--- config.mk ---
export PLATFORM = sky130hd
export DESIGN_NAME = ekf_predict
export DESIGN_NICKNAME = d
export VERILOG_FILES = /design/src/source/rsa_pkg.sv /design/src/source/ekf_predict.sv
export VERILOG_INCLUDE_DIRS = /design/src /design/src/source
export SDC_FILE = /design/constraint.sdc
export NUM_CORES = 1
export LEC_CHECK = 0
export ABC_AREA = 1
export BUFFER_PORTS_ARGS = -buffer_cell sky130_fd_sc_hd__buf_2
export CORE_MARGIN = 2
export CORE_UTILIZATION = 59
export DETAILED_ROUTE_END_ITERATION = 8
export PLACE_DENSITY = 0.87
export SLEW_MARGIN = 20
export SYNTH_ARGS = -nofsm -noshare
export SYNTH_HDL_FRONTEND = slang
export SYNTH_SLANG_ARGS = --single-unit
--- constraint.sdc ---
create_clock -name clk -period 3.43 [get_ports clk]
set_input_delay 0.686 -clock clk [delete_from_list [all_inputs] [get_ports clk]]
set_output_delay 0.686 -clock clk [all_outputs]
set_load 0.02 [all_outputs]
--- src/source/rsa_consts.svh ---
`ifndef RSA_CONSTS_SVH
`define RSA_CONSTS_SVH

// systolic grid size, rows of A by columns of B
`define RSA_X 4
`define RSA_Y 4

// width of one matrix or pose element
`define RSA_DW 32

// width of the drain and row counters
`define RSA_CNT_DW 5

// stage bus, bit 0 predict, bit 1 multiply
`define RSA_STAGE_DW 2

// zero shifts after the last beat
// enough for the last beat to cross the skew and reach the far corner
`define RSA_DRAIN (`RSA_X + `RSA_Y - 1)

`endif

--- src/source/rsa_pkg.sv ---
`include "rsa_consts.svh"

package rsa_pkg;

  // one signed element, wraps modulo 2^32
  typedef logic signed [`RSA_DW-1:0] rsa_data_t;

  // drain and row counter value
  typedef logic [`RSA_CNT_DW-1:0] rsa_cnt_t;

  // one-hot stage request / ready
  typedef logic [`RSA_STAGE_DW-1:0] stage_t;

  // one operand beat: column of A plus row of B
  typedef struct packed {
    rsa_data_t [`RSA_X-1:0] a;
    rsa_data_t [`RSA_Y-1:0] b;
  } op_beat_t;

  // one row of C, lane j is column j
  typedef rsa_data_t [`RSA_Y-1:0] c_row_t;

  // robot pose
  typedef struct packed {
    rsa_data_t x;
    rsa_data_t y;
    rsa_data_t theta;
  } pose_t;

  // increments from the nonlinear unit
  typedef struct packed {
    rsa_data_t d_theta;
    rsa_data_t d_x;
    rsa_data_t d_y;
  } nl_result_t;

  // predicted pose plus the two jacobian terms
  typedef struct packed {
    pose_t     pose_hat;
    rsa_data_t fxi_13;
    rsa_data_t fxi_23;
  } predict_out_t;

  // stage controller phases
  typedef enum logic [2:0] {
    ST_IDLE,
    ST_LOAD,
    ST_DRAIN,
    ST_READ,
    ST_RELEASE
  } ctrl_state_t;

endpackage

--- src/source/ekf_predict.sv ---
`timescale 1ns/1ps

module ekf_predict (
  input  logic                  clk,
  input  logic                  sys_rst,
  input  logic                  i_pred_en,
  input  rsa_pkg::pose_t        i_pose,
  input  rsa_pkg::nl_result_t   i_nl,
  output rsa_pkg::predict_out_t o_pred
);

  // motion model step, one cycle
  // values hold between predicts
  always_ff @(posedge clk) begin
    if (sys_rst) begin
      o_pred <= '0;
    end else if (i_pred_en) begin
      // pose plus increments, wraps modulo 2^32
      o_pred.pose_hat.x     <= i_pose.x + i_nl.d_x;
      o_pred.pose_hat.y     <= i_pose.y + i_nl.d_y;
      o_pred.pose_hat.theta <= i_pose.theta + i_nl.d_theta;
      // jacobian entries w.r.t. theta
      o_pred.fxi_13         <= -i_nl.d_y;
      o_pred.fxi_23         <= i_nl.d_x;
    end
  end

endmodule

==> flow_summary_export.csv <==
group,metric,value,unit
run_status,status,"complete, no violations",
floorplanning,dieArea,24900,sq um
worst_setup_path,cp_data_required_time,3750,ps
power_and_ir_drop,p_leak,10.4,nW
placed_design,port_buffers,354,
global_routing,grt_usage,36.3,%
clock_network,cts_sinks,160,
sta,max_freq,0.456,GHz
sta,maxSlewViolCount,0,
clock_network,clk_latency,430,ps
power_and_ir_drop,power_density,380,nW/um^2
global_routing,grt_overflow,0,
clock_network,cts_tree,"yes",
global_routing,antenna_found_initial,1,
power_and_ir_drop,power_switching,2.49,mW
hold_path,min_to,"o_pred[50]",
worst_setup_path,r2r_slack,2540,ps
route,dr.pass1.iters,6,
synth,seq_area_frac_synth,23.0,%
worst_setup_path,end_kind,"register",
clock_network,cts_hold_buf,0,
route,drc,0,
power_and_ir_drop,p_seq_share,33.7,%
hold_path,worstHoldStart,"o_pred[50]",
worst_setup_path,crit_path_start_kind,"input port",
synth,synth_area,13900,sq um
sta,finalCriticalPeriod,2190,ps
synth,yosys-top-cells-area,"dfxtp_1 23%, nand2_1 20%, inv_1 13%",
placed_design,dpl_worst_slack,901,ps
global_routing,first_global_vias,14500,
sta,tightestPinTransition,1010,ps
floorplanning,core.rowCount,56,
layout,nets,3086,
floorplanning,coreArea,23300,sq um
synth,synth-main-ff-cell,"dfxtp_1",
synth,synthTopCellsByCount,"730 x nand2_1, 486 x inv_1, 432 x nor2_1, 160 x dfxtp_1, 138 x nand3_1",
layout,reg_top3,"o_pred (160)",
clock_network,cts.htree.levels,4,
sta,skew,0,ps
route,post_drt_wl_per_cell,14.8,um
sta,grt_setup_unrepaired,"no",
synth,syn_avg_cell_area,5.65,sq um
floorplanning,start_util,59.7,%
sta,tns,0,ps
sta,hold_viol,0,
synth,synth.most_common_cell,"nand2_1",
power_and_ir_drop,swShare,39.6,%
layout,largest_reg_flops,160,
synth,synthCells,2465,
hold_path,hold-path-cell-count,2,
placed_design,gp_congestion,1.03,
global_routing,grt_max_degree,71,
worst_setup_path,crit_type,"in -> reg",
layout,top_register,"o_pred",
worst_setup_path,timing.rr.start,"o_pred[78]",
synth,synthDistinctLibCells,37,
power_and_ir_drop,power_frac_comb,34.7,%
clock_network,post_cts_buffers,0,
route,drtIter0Drc,1091,
job,max_cap_viol_count,0,
route,viasPerCell,5.08,
synth,syn-num-nets,2757,
sta,setup_viol_count_final,0,
route,postRouteWirelength,46.2,mm
clock_network,numCtsBuffers,17,
clock_network,cts_root_buf,"clkbuf_16",
layout,drive_gt1_share,16.5,%
worst_setup_path,ff2ff_path_depth,4,
sta,fin_crit_sh,64.0,%
worst_setup_path,path_max_fanout,4,
clock_network,clock_path_buffers,2,
clock_network,post_cts_resized,0,
floorplanning,ios,355,
layout,post-route-util,71.0,%
synth,synth_edf_count,0,
power_and_ir_drop,p_total,6.29,mW
power_and_ir_drop,ir_worst_vdd,0.327,mV
floorplanning,die_w,158,um
route,vias,15900,
global_routing,grt_pass1_wl,71.4,mm
layout,area_growth_syn_to_layout,18.9,%
layout,fin_cells,3127,
worst_setup_path,arrival,2510,ps
hold_path,min_path_type,"reg -> reg",
power_and_ir_drop,internal-power,3.80,mW
synth,synth_top_cell_area_share,23.0,%
synth,synth_top_area_cell,"dfxtp_1",
route,ant_nets,0,
placed_design,dp_cells,3094,
clock_network,path_clk_slew,70,ps
floorplanning,chipHeight,158,um
power_and_ir_drop,power_frac_clock,31.7,%
placed_design,hpwlAfterDp,37.7,mm
synth,yosys_warnings,0,
synth,async_reset_ff_share,0,%
worst_setup_path,timing.rr.end,"o_pred[78]",
sta,maxSlewHeadroom,32.8,%
synth,yosys_register_bits,160,
sta,layout_setup_ws,1240,ps
## worst max-delay path, stage by stage
cell and delay, ps:
buf_2 100, ha_1 230, fa_1 430, nand3_1 130
nand3_2 110, nand2_1 80, nand2_1 70, nand2_1 80
nand2_2 90, xor2_1 170, o21ai_0 260, inv_1 60
## power groups by stage
| stage | Combinational, mW | Sequential, mW | Clock, mW |
|---|---|---|---|
| 3_5_place_dp | 2.14 | 2.16 | 0 |
| 5_1_grt | 2.42 | 2.13 | 2.08 |
| 6_report | 2.18 | 2.12 | 1.99 |
| 3_3_place_gp | 2.11 | 2.15 | 0 |
| 2_1_floorplan | 1.25 | 2.34 | 0 |
| 4_1_cts | 2.16 | 2.12 | 2.01 |
## worst max path at each step
stage          startpoint          end  cells after the start
2_1_floorplan  i_pose[32]  o_pred[110]                     11
3_3_place_gp     i_nl[18]  o_pred[123]                     11
3_5_place_dp    i_pose[0]   o_pred[92]                     13
4_1_cts         i_pose[0]   o_pred[78]                     12
5_1_grt         i_pose[0]   o_pred[78]                     12
6_report        i_pose[0]   o_pred[78]                     12
## cell families (layout without fill, tap and decap cells)
family                     after synthesis  in the layout  share of synthesized area [%]
AOI/OAI and AO/OA                      201            201                           7.70
and+or+nand+nor                       1402           1402                           41.8
buffers and inverters                  545            887                           14.9
adders and majority gates               97             97                           8.87
other                                    0              1                              0
DFF                                    160            160                           23.0
xor gates and xnor gates                60             60                           3.77
## final cells by class
| class | count | area [sq um] |
|---|---|---|
| Inverter | 493 | 1850 |
| Antenna cell | 1 | 2.50 |
| Timing Repair Buffer | 362 | 1850 |
| Sequential cell | 160 | 3200 |
| Clock buffer | 18 | 429 |
| Fill cell | 2203 | 6770 |
| Multi-Input combinational cell | 1760 | 8650 |
| Clock inverter | 14 | 169 |
| Tap cell | 319 | 399 |
## cell usage in the layout, fill, tap and decap left out, types with 2 or more instances in the layout
cell and count:
nand2_1 730, inv_1 485, nor2_1 432, buf_2 352
dfxtp_1 160, nand3_1 138, o21ai_0 98, ha_1 94
a21oi_1 67, xor2_1 50, nand2_2 24, clkbuf_16 17
nand4_1 15, o211ai_1 14, nor2_2 13, nand3_2 11
nor3_1 10, xnor2_1 10, o21ai_1 10, o21bai_1 8
buf_4 8, inv_2 7, nand3b_1 6, nor3_2 6
inv_6 5, and2_1 4, nor2_4 3, a21o_1 3
fa_1 3, clkinv_8 3, and2_0 2, nor3_4 2
nand2_4 2, inv_8 2, clkinvlp_4 2
## layer usage
layer,track usage (%),vias up,share of wire (%)
met2,63.1,598,47
met5,0,-,0
li1,-,8099,-
met4,16.7,0,4.3
met1,44.1,7085,41
met3,5.31,114,6.8
## per-stage QoR
stage,hold slack (ps),area [sq um]
after floorplan,590,13900
after global placement,458,16000
after detailed placement,460,16000
after CTS,482,16600
after global routing,498,16600
final,480,16600
Note: power is estimated with default switching activity, not from simulation.
