File: src/source/rsa_consts.svh
`ifndef RSA_CONSTS_SVH
`define RSA_CONSTS_SVH

// systolic grid size, rows of A by columns of B
`define RSA_X 4
`define RSA_Y 4

// width of one matrix or pose element
`define RSA_DW 32

// width of the drain and row counters
`define RSA_CNT_DW 5

// stage bus, bit 0 predict, bit 1 multiply
`define RSA_STAGE_DW 2

// zero shifts after the last beat
// enough for the last beat to cross the skew and reach the far corner
`define RSA_DRAIN (`RSA_X + `RSA_Y - 1)

`endif

File: src/source/rsa_pkg.sv
`include "rsa_consts.svh"

package rsa_pkg;

  // one signed element, wraps modulo 2^32
  typedef logic signed [`RSA_DW-1:0] rsa_data_t;

  // drain and row counter value
  typedef logic [`RSA_CNT_DW-1:0] rsa_cnt_t;

  // one-hot stage request / ready
  typedef logic [`RSA_STAGE_DW-1:0] stage_t;

  // one operand beat: column of A plus row of B
  typedef struct packed {
    rsa_data_t [`RSA_X-1:0] a;
    rsa_data_t [`RSA_Y-1:0] b;
  } op_beat_t;

  // one row of C, lane j is column j
  typedef rsa_data_t [`RSA_Y-1:0] c_row_t;

  // robot pose
  typedef struct packed {
    rsa_data_t x;
    rsa_data_t y;
    rsa_data_t theta;
  } pose_t;

  // increments from the nonlinear unit
  typedef struct packed {
    rsa_data_t d_theta;
    rsa_data_t d_x;
    rsa_data_t d_y;
  } nl_result_t;

  // predicted pose plus the two jacobian terms
  typedef struct packed {
    pose_t     pose_hat;
    rsa_data_t fxi_13;
    rsa_data_t fxi_23;
  } predict_out_t;

  // stage controller phases
  typedef enum logic [2:0] {
    ST_IDLE,
    ST_LOAD,
    ST_DRAIN,
    ST_READ,
    ST_RELEASE
  } ctrl_state_t;

endpackage

File: src/source/stage_ctrl.sv
`timescale 1ns/1ps
`include "rsa_consts.svh"

module stage_ctrl (
  input  logic              clk,
  input  logic              sys_rst,
  input  rsa_pkg::stage_t   i_stage_val,
  input  logic              i_op_valid,
  input  logic              i_op_last,
  output rsa_pkg::stage_t   o_stage_rdy,
  output logic              o_pred_en,
  output logic              o_clear,
  output logic              o_shift,
  output logic              o_inject_zero,
  output rsa_pkg::rsa_cnt_t o_row_sel,
  output logic              o_c_valid
);

  import rsa_pkg::*;

  ctrl_state_t state;
  ctrl_state_t state_nxt;
  rsa_cnt_t    drain_cnt;
  rsa_cnt_t    row_cnt;
  logic        drain_done;
  logic        last_row;
  logic        beat;

  assign drain_done = (drain_cnt == rsa_cnt_t'(`RSA_DRAIN - 1));
  assign last_row   = (row_cnt == rsa_cnt_t'(`RSA_X - 1));
  // counted operand beat
  assign beat       = (state == ST_LOAD) && i_op_valid;

  // predict has priority over multiply
  assign o_pred_en     = (state == ST_IDLE) && i_stage_val[0];
  assign o_clear       = (state == ST_IDLE) && !i_stage_val[0] && i_stage_val[1];
  // array moves only on beats and drain cycles
  assign o_shift       = beat || (state == ST_DRAIN);
  assign o_inject_zero = (state == ST_DRAIN);
  assign o_c_valid     = (state == ST_READ);
  assign o_row_sel     = row_cnt;

  always_comb begin
    state_nxt = state;
    case (state)
      ST_IDLE: begin
        if (i_stage_val[0]) begin
          state_nxt = ST_RELEASE;
        end else if (i_stage_val[1]) begin
          state_nxt = ST_LOAD;
        end
      end
      ST_LOAD: begin
        if (beat && i_op_last) begin
          state_nxt = ST_DRAIN;
        end
      end
      ST_DRAIN: begin
        if (drain_done) begin
          state_nxt = ST_READ;
        end
      end
      ST_READ: begin
        if (last_row) begin
          state_nxt = ST_RELEASE;
        end
      end
      // wait for the host to drop its request
      ST_RELEASE: begin
        if (i_stage_val == '0) begin
          state_nxt = ST_IDLE;
        end
      end
      default: state_nxt = ST_IDLE;
    endcase
  end

  always_ff @(posedge clk) begin
    if (sys_rst) begin
      state       <= ST_IDLE;
      drain_cnt   <= '0;
      row_cnt     <= '0;
      o_stage_rdy <= '0;
    end else begin
      state       <= state_nxt;
      // ready is a single-cycle pulse
      o_stage_rdy <= '0;
      case (state)
        ST_IDLE: begin
          // pose result lands with this pulse
          if (i_stage_val[0]) begin
            o_stage_rdy[0] <= 1'b1;
          end
        end
        ST_LOAD: drain_cnt <= '0;
        ST_DRAIN: begin
          drain_cnt <= drain_cnt + 1'b1;
          row_cnt   <= '0;
        end
        ST_READ: begin
          row_cnt <= row_cnt + 1'b1;
          // pulse in the cycle after the last row
          if (last_row) begin
            o_stage_rdy[1] <= 1'b1;
          end
        end
        default: ;
      endcase
    end
  end

endmodule

File: config.mk
export PLATFORM = sky130hd
export DESIGN_NAME = stage_ctrl
export DESIGN_NICKNAME = d
export VERILOG_FILES = /design/src/source/rsa_pkg.sv /design/src/source/stage_ctrl.sv
export VERILOG_INCLUDE_DIRS = /design/src /design/src/source
export SDC_FILE = /design/constraint.sdc
export NUM_CORES = 1
export LEC_CHECK = 0
export BUFFER_PORTS_ARGS = -buffer_cell sky130_fd_sc_hd__buf_4
export CORE_AREA = 5 5 50 52
export DETAILED_ROUTE_END_ITERATION = 8
export DIE_AREA = 0 0 55 57
export PLACE_DENSITY = 0.74
export SLEW_MARGIN = 10
export SYNTH_ARGS = -nofsm -noshare
export SYNTH_HDL_FRONTEND = slang
export SYNTH_SLANG_ARGS = --single-unit
File: constraint.sdc
create_clock -name clk -period 1.6 [get_ports clk]
set_input_delay 0.32 -clock clk [delete_from_list [all_inputs] [get_ports clk]]
set_output_delay 0.32 -clock clk [all_outputs]
set_load 0.02 [all_outputs]
==> flow_summary.json <==
{
  "antenna-diode-count": 0,
  "post_drt_wl_per_cell_um": 13.5,
  "timing.final.crit_period_ps": 1640,
  "most_instantiated_cells_after_synthesis": "17 x nand2_1, 15 x dfxtp_1, 11 x nor2_1",
  "post_drt_via_cell_ratio": 5.39,
  "synth-edff-count": 0,
  "fp.dieArea_um2": 3140,
  "drc": 0,
  "muxShareOfSynthArea": 0.0223,
  "hold_class": "primary input to flop",
  "hpwlAfterDp_mm": 1.70,
  "critical_path.startpoint_type": "flop",
  "critical-path-top-delay-family": "simple AND/OR/NAND/NOR gates",
  "synth_async_sr_flop_share": 0,
  "synthCells": 119,
  "cp-end-kind": "primary output",
  "antenna_left": 0,
  "track_usage": 0.171,
  "tightestPinTransition_ps": 308,
  "numCtsBuffers": 3,
  "combinational_family_with_the_most_area_after_synthesis": "simple AND/OR/NAND/NOR gates",
  "worst_path_max_stage_delay_ps": 370,
  "critical_path.n_buffers_inverters": 1,
  "simple_gate_fraction_of_synth_area": 0.328,
  "timing.final.crit_share": 1.02,
  "post_synth.cell_area_avg_um2": 7.54,
  "run_status": "complete, but fails checks",
  "violated_checks": "setup timing",
  "crit_fanout": 4,
  "yosys_warnings": 0,
  "synth.lib_cells_used.distinct": 34,
  "max_transition_viols_final": 0,
  "rows": 17,
  "drt_wl_total_mm": 2.42,
  "p_per_area_nw_per_um2": 777,
  "design.core.area_um2": 2060,
  "yosys.area_share.xor_xnor": 0,
  "synth.top_cells.by_area": "dfxtp_1 33%, nand2_1 7.1%, a21oi_1 5.6%",
  "start_util": 0.435,
  "grt_pass1_vias": 899,
  "die_w_um": 55,
  "dr.pass1.iters": 6,
  "num_vias": 964,
  "cts.path.max_buffers": 2,
  "max_cap_viol_count": 0,
  "die_height_um": 57,
  "number_of_nets_at_the_end_of_the_flow": 161,
  "hold_viol": 0,
  "place.port_buffers": 17,
  "irDropWorstVdd_v": 0.000541,
  "final_cell_count_no_fill": 179,
  "dp_slack_ps": 48.5,
  "synth-seq-cells": 15,
  "clock-sinks": 15,
  "synth.yosys.seq_area_share": 0.335,
  "yosys.area.top_type": "dfxtp_1",
  "clk_latency_ps": 300,
  "timing.critical_path.slowest_stage_cell": "dfxtp_4",
  "io-pin-count": 18,
  "mappedNetlistArea_um2": 897,
  "drive_above_1_share": 0.377,
  "synth_ff_type": "dfxtp_1",
  "critPathRequiredTime_ps": 1280,
  "achievable-frequency_ghz": 0.610,
  "rsz_0062_raised_after_global_routing": "true",
  "post_cts_hold_buffer_count": 0,
  "critical_path.cell_chain": "or2_4 -> nor4b_4 -> buf_4",
  "synthMostInstantiatedCell": "nand2_1",
  "number_of_antenna_violations_at_the_first_check_in_global_routing": 0,
  "synth-adder-area-share": 0.0418,
  "setup_slack_ps": -38.7,
  "grt_max_degree": 17,
  "total_power_mw": 0.976,
  "yosysTopAreaCellShare": 0.335,
  "setup_viol_count_final": 2,
  "power.static_leakage_nw": 0.525,
  "gp_congestion": 0.841,
  "total_neg_setup_slack_ps": -38.8,
  "fin_worst_skew_ps": 2.78,
  "timing.slew.headroom": 0.794,
  "cts_tree": "done",
  "cts_max_level": 1,
  "worst_hold_slack_ps": 301,
  "clk_pin_slew_ps": 100,
  "layout-area-overhead-vs-synth_pct": 39.9,
  "cts.root.buffer_cell": "clkbuf_4",
  "drt_iter0_markers": 23,
  "grt_first_pass_wirelength_mm": 3.95,
  "dp.cells": 169,
  "global_route_congestion_overflow_total": 0,
  "synthesis.nets": 128,
  "synth_compound_area_frac": 0.227,
  "critPathArrivalTime_ps": 1320,
  "worstSetupPathType": "flop to primary output",
  "r2r_setup_slack_ps": 30
}
==> where the power goes <==
group	total (mW)	internal, mW	leakage [nW]	switching (mW)
registers	0.409	0.391	0.125	0.0183
clock network	0.238	0.0933	0.0177	0.144
logic	0.329	0.159	0.383	0.169
==> layout make-up <==
type / count / area [µm²]
fill: 192 / 808
sequential: 15 / 314
timing repair buffer: 35 / 267
tap: 28 / 35.0
multi-input combinational: 94 / 601
inverter: 3 / 11.3
clock buffer: 3 / 22.5
clock inverter: 1 / 5.00
==> stage by stage <==
| step | util | instance area, µm² |
|---|---|---|
| finish | 0.608 | 1250 |
| global route | 0.608 | 1250 |
| CTS | 0.590 | 1220 |
| detailed placement | 0.549 | 1130 |
| global placement | 0.549 | 1130 |
| floorplan | - | 911 |
==> path summary, 6_finish.rpt <==
check | end | cells after the start | start
worst max-delay path | o_clear | 3 | state[0]
worst min-delay path | state[2] | 2 | sys_rst
worst max register to register | state[0] | 6 | state[0]
worst min register to register | drain_cnt[4] | 2 | drain_cnt[4]
==> kinds of logic after synthesis <==
logic type,after synthesis
adder cells (fa/ha/maj),3
AO/OA/AOI/OAI,33
multiplexers,2
buffers and inverters,10
AND/OR/NAND/NOR,56
flip-flops,15
==> placed cells by master, fill, tap and decap left out, types with 2 or more instances in the layout <==
master	instances
nor2_1	11
clkbuf_4	3
a21oi_2	2
dfxtp_1	10
dfxtp_2	2
buf_4	34
mux2i_1	2
a22oi_1	2
o21ai_0	10
a21oi_1	10
dfxtp_4	3
nor2b_1	4
nor4b_4	2
ha_1	2
nand3_1	7
nor3_1	6
inv_1	2
o21a_1	2
nand2_1	16
==> state kept, by name, summed over array words and instances, names as in the netlist <==
name and count:
drain_cnt 5, o_stage_rdy 2, state 3, o_row_sel 5
==> per-layer routing <==
| layer | vias up | wire, µm | track usage |
|---|---|---|---|
| met5 | - | 0 | 0 |
| met4 | 0 | 61 | 0.0868 |
| met3 | 5 | 87 | 0.0235 |
| met2 | 23 | 1200 | 0.260 |
| met1 | 450 | 1080 | 0.231 |
| li1 | 486 | - | - |
==> what timing repair did <==
item / CTS / global route
pin swaps: 4 / 2
setup buffers: 6 / 0
setup endpoints to repair: 5 / 7
gates resized for setup: 7 / 8
Power figures use the tool's default switching activity.
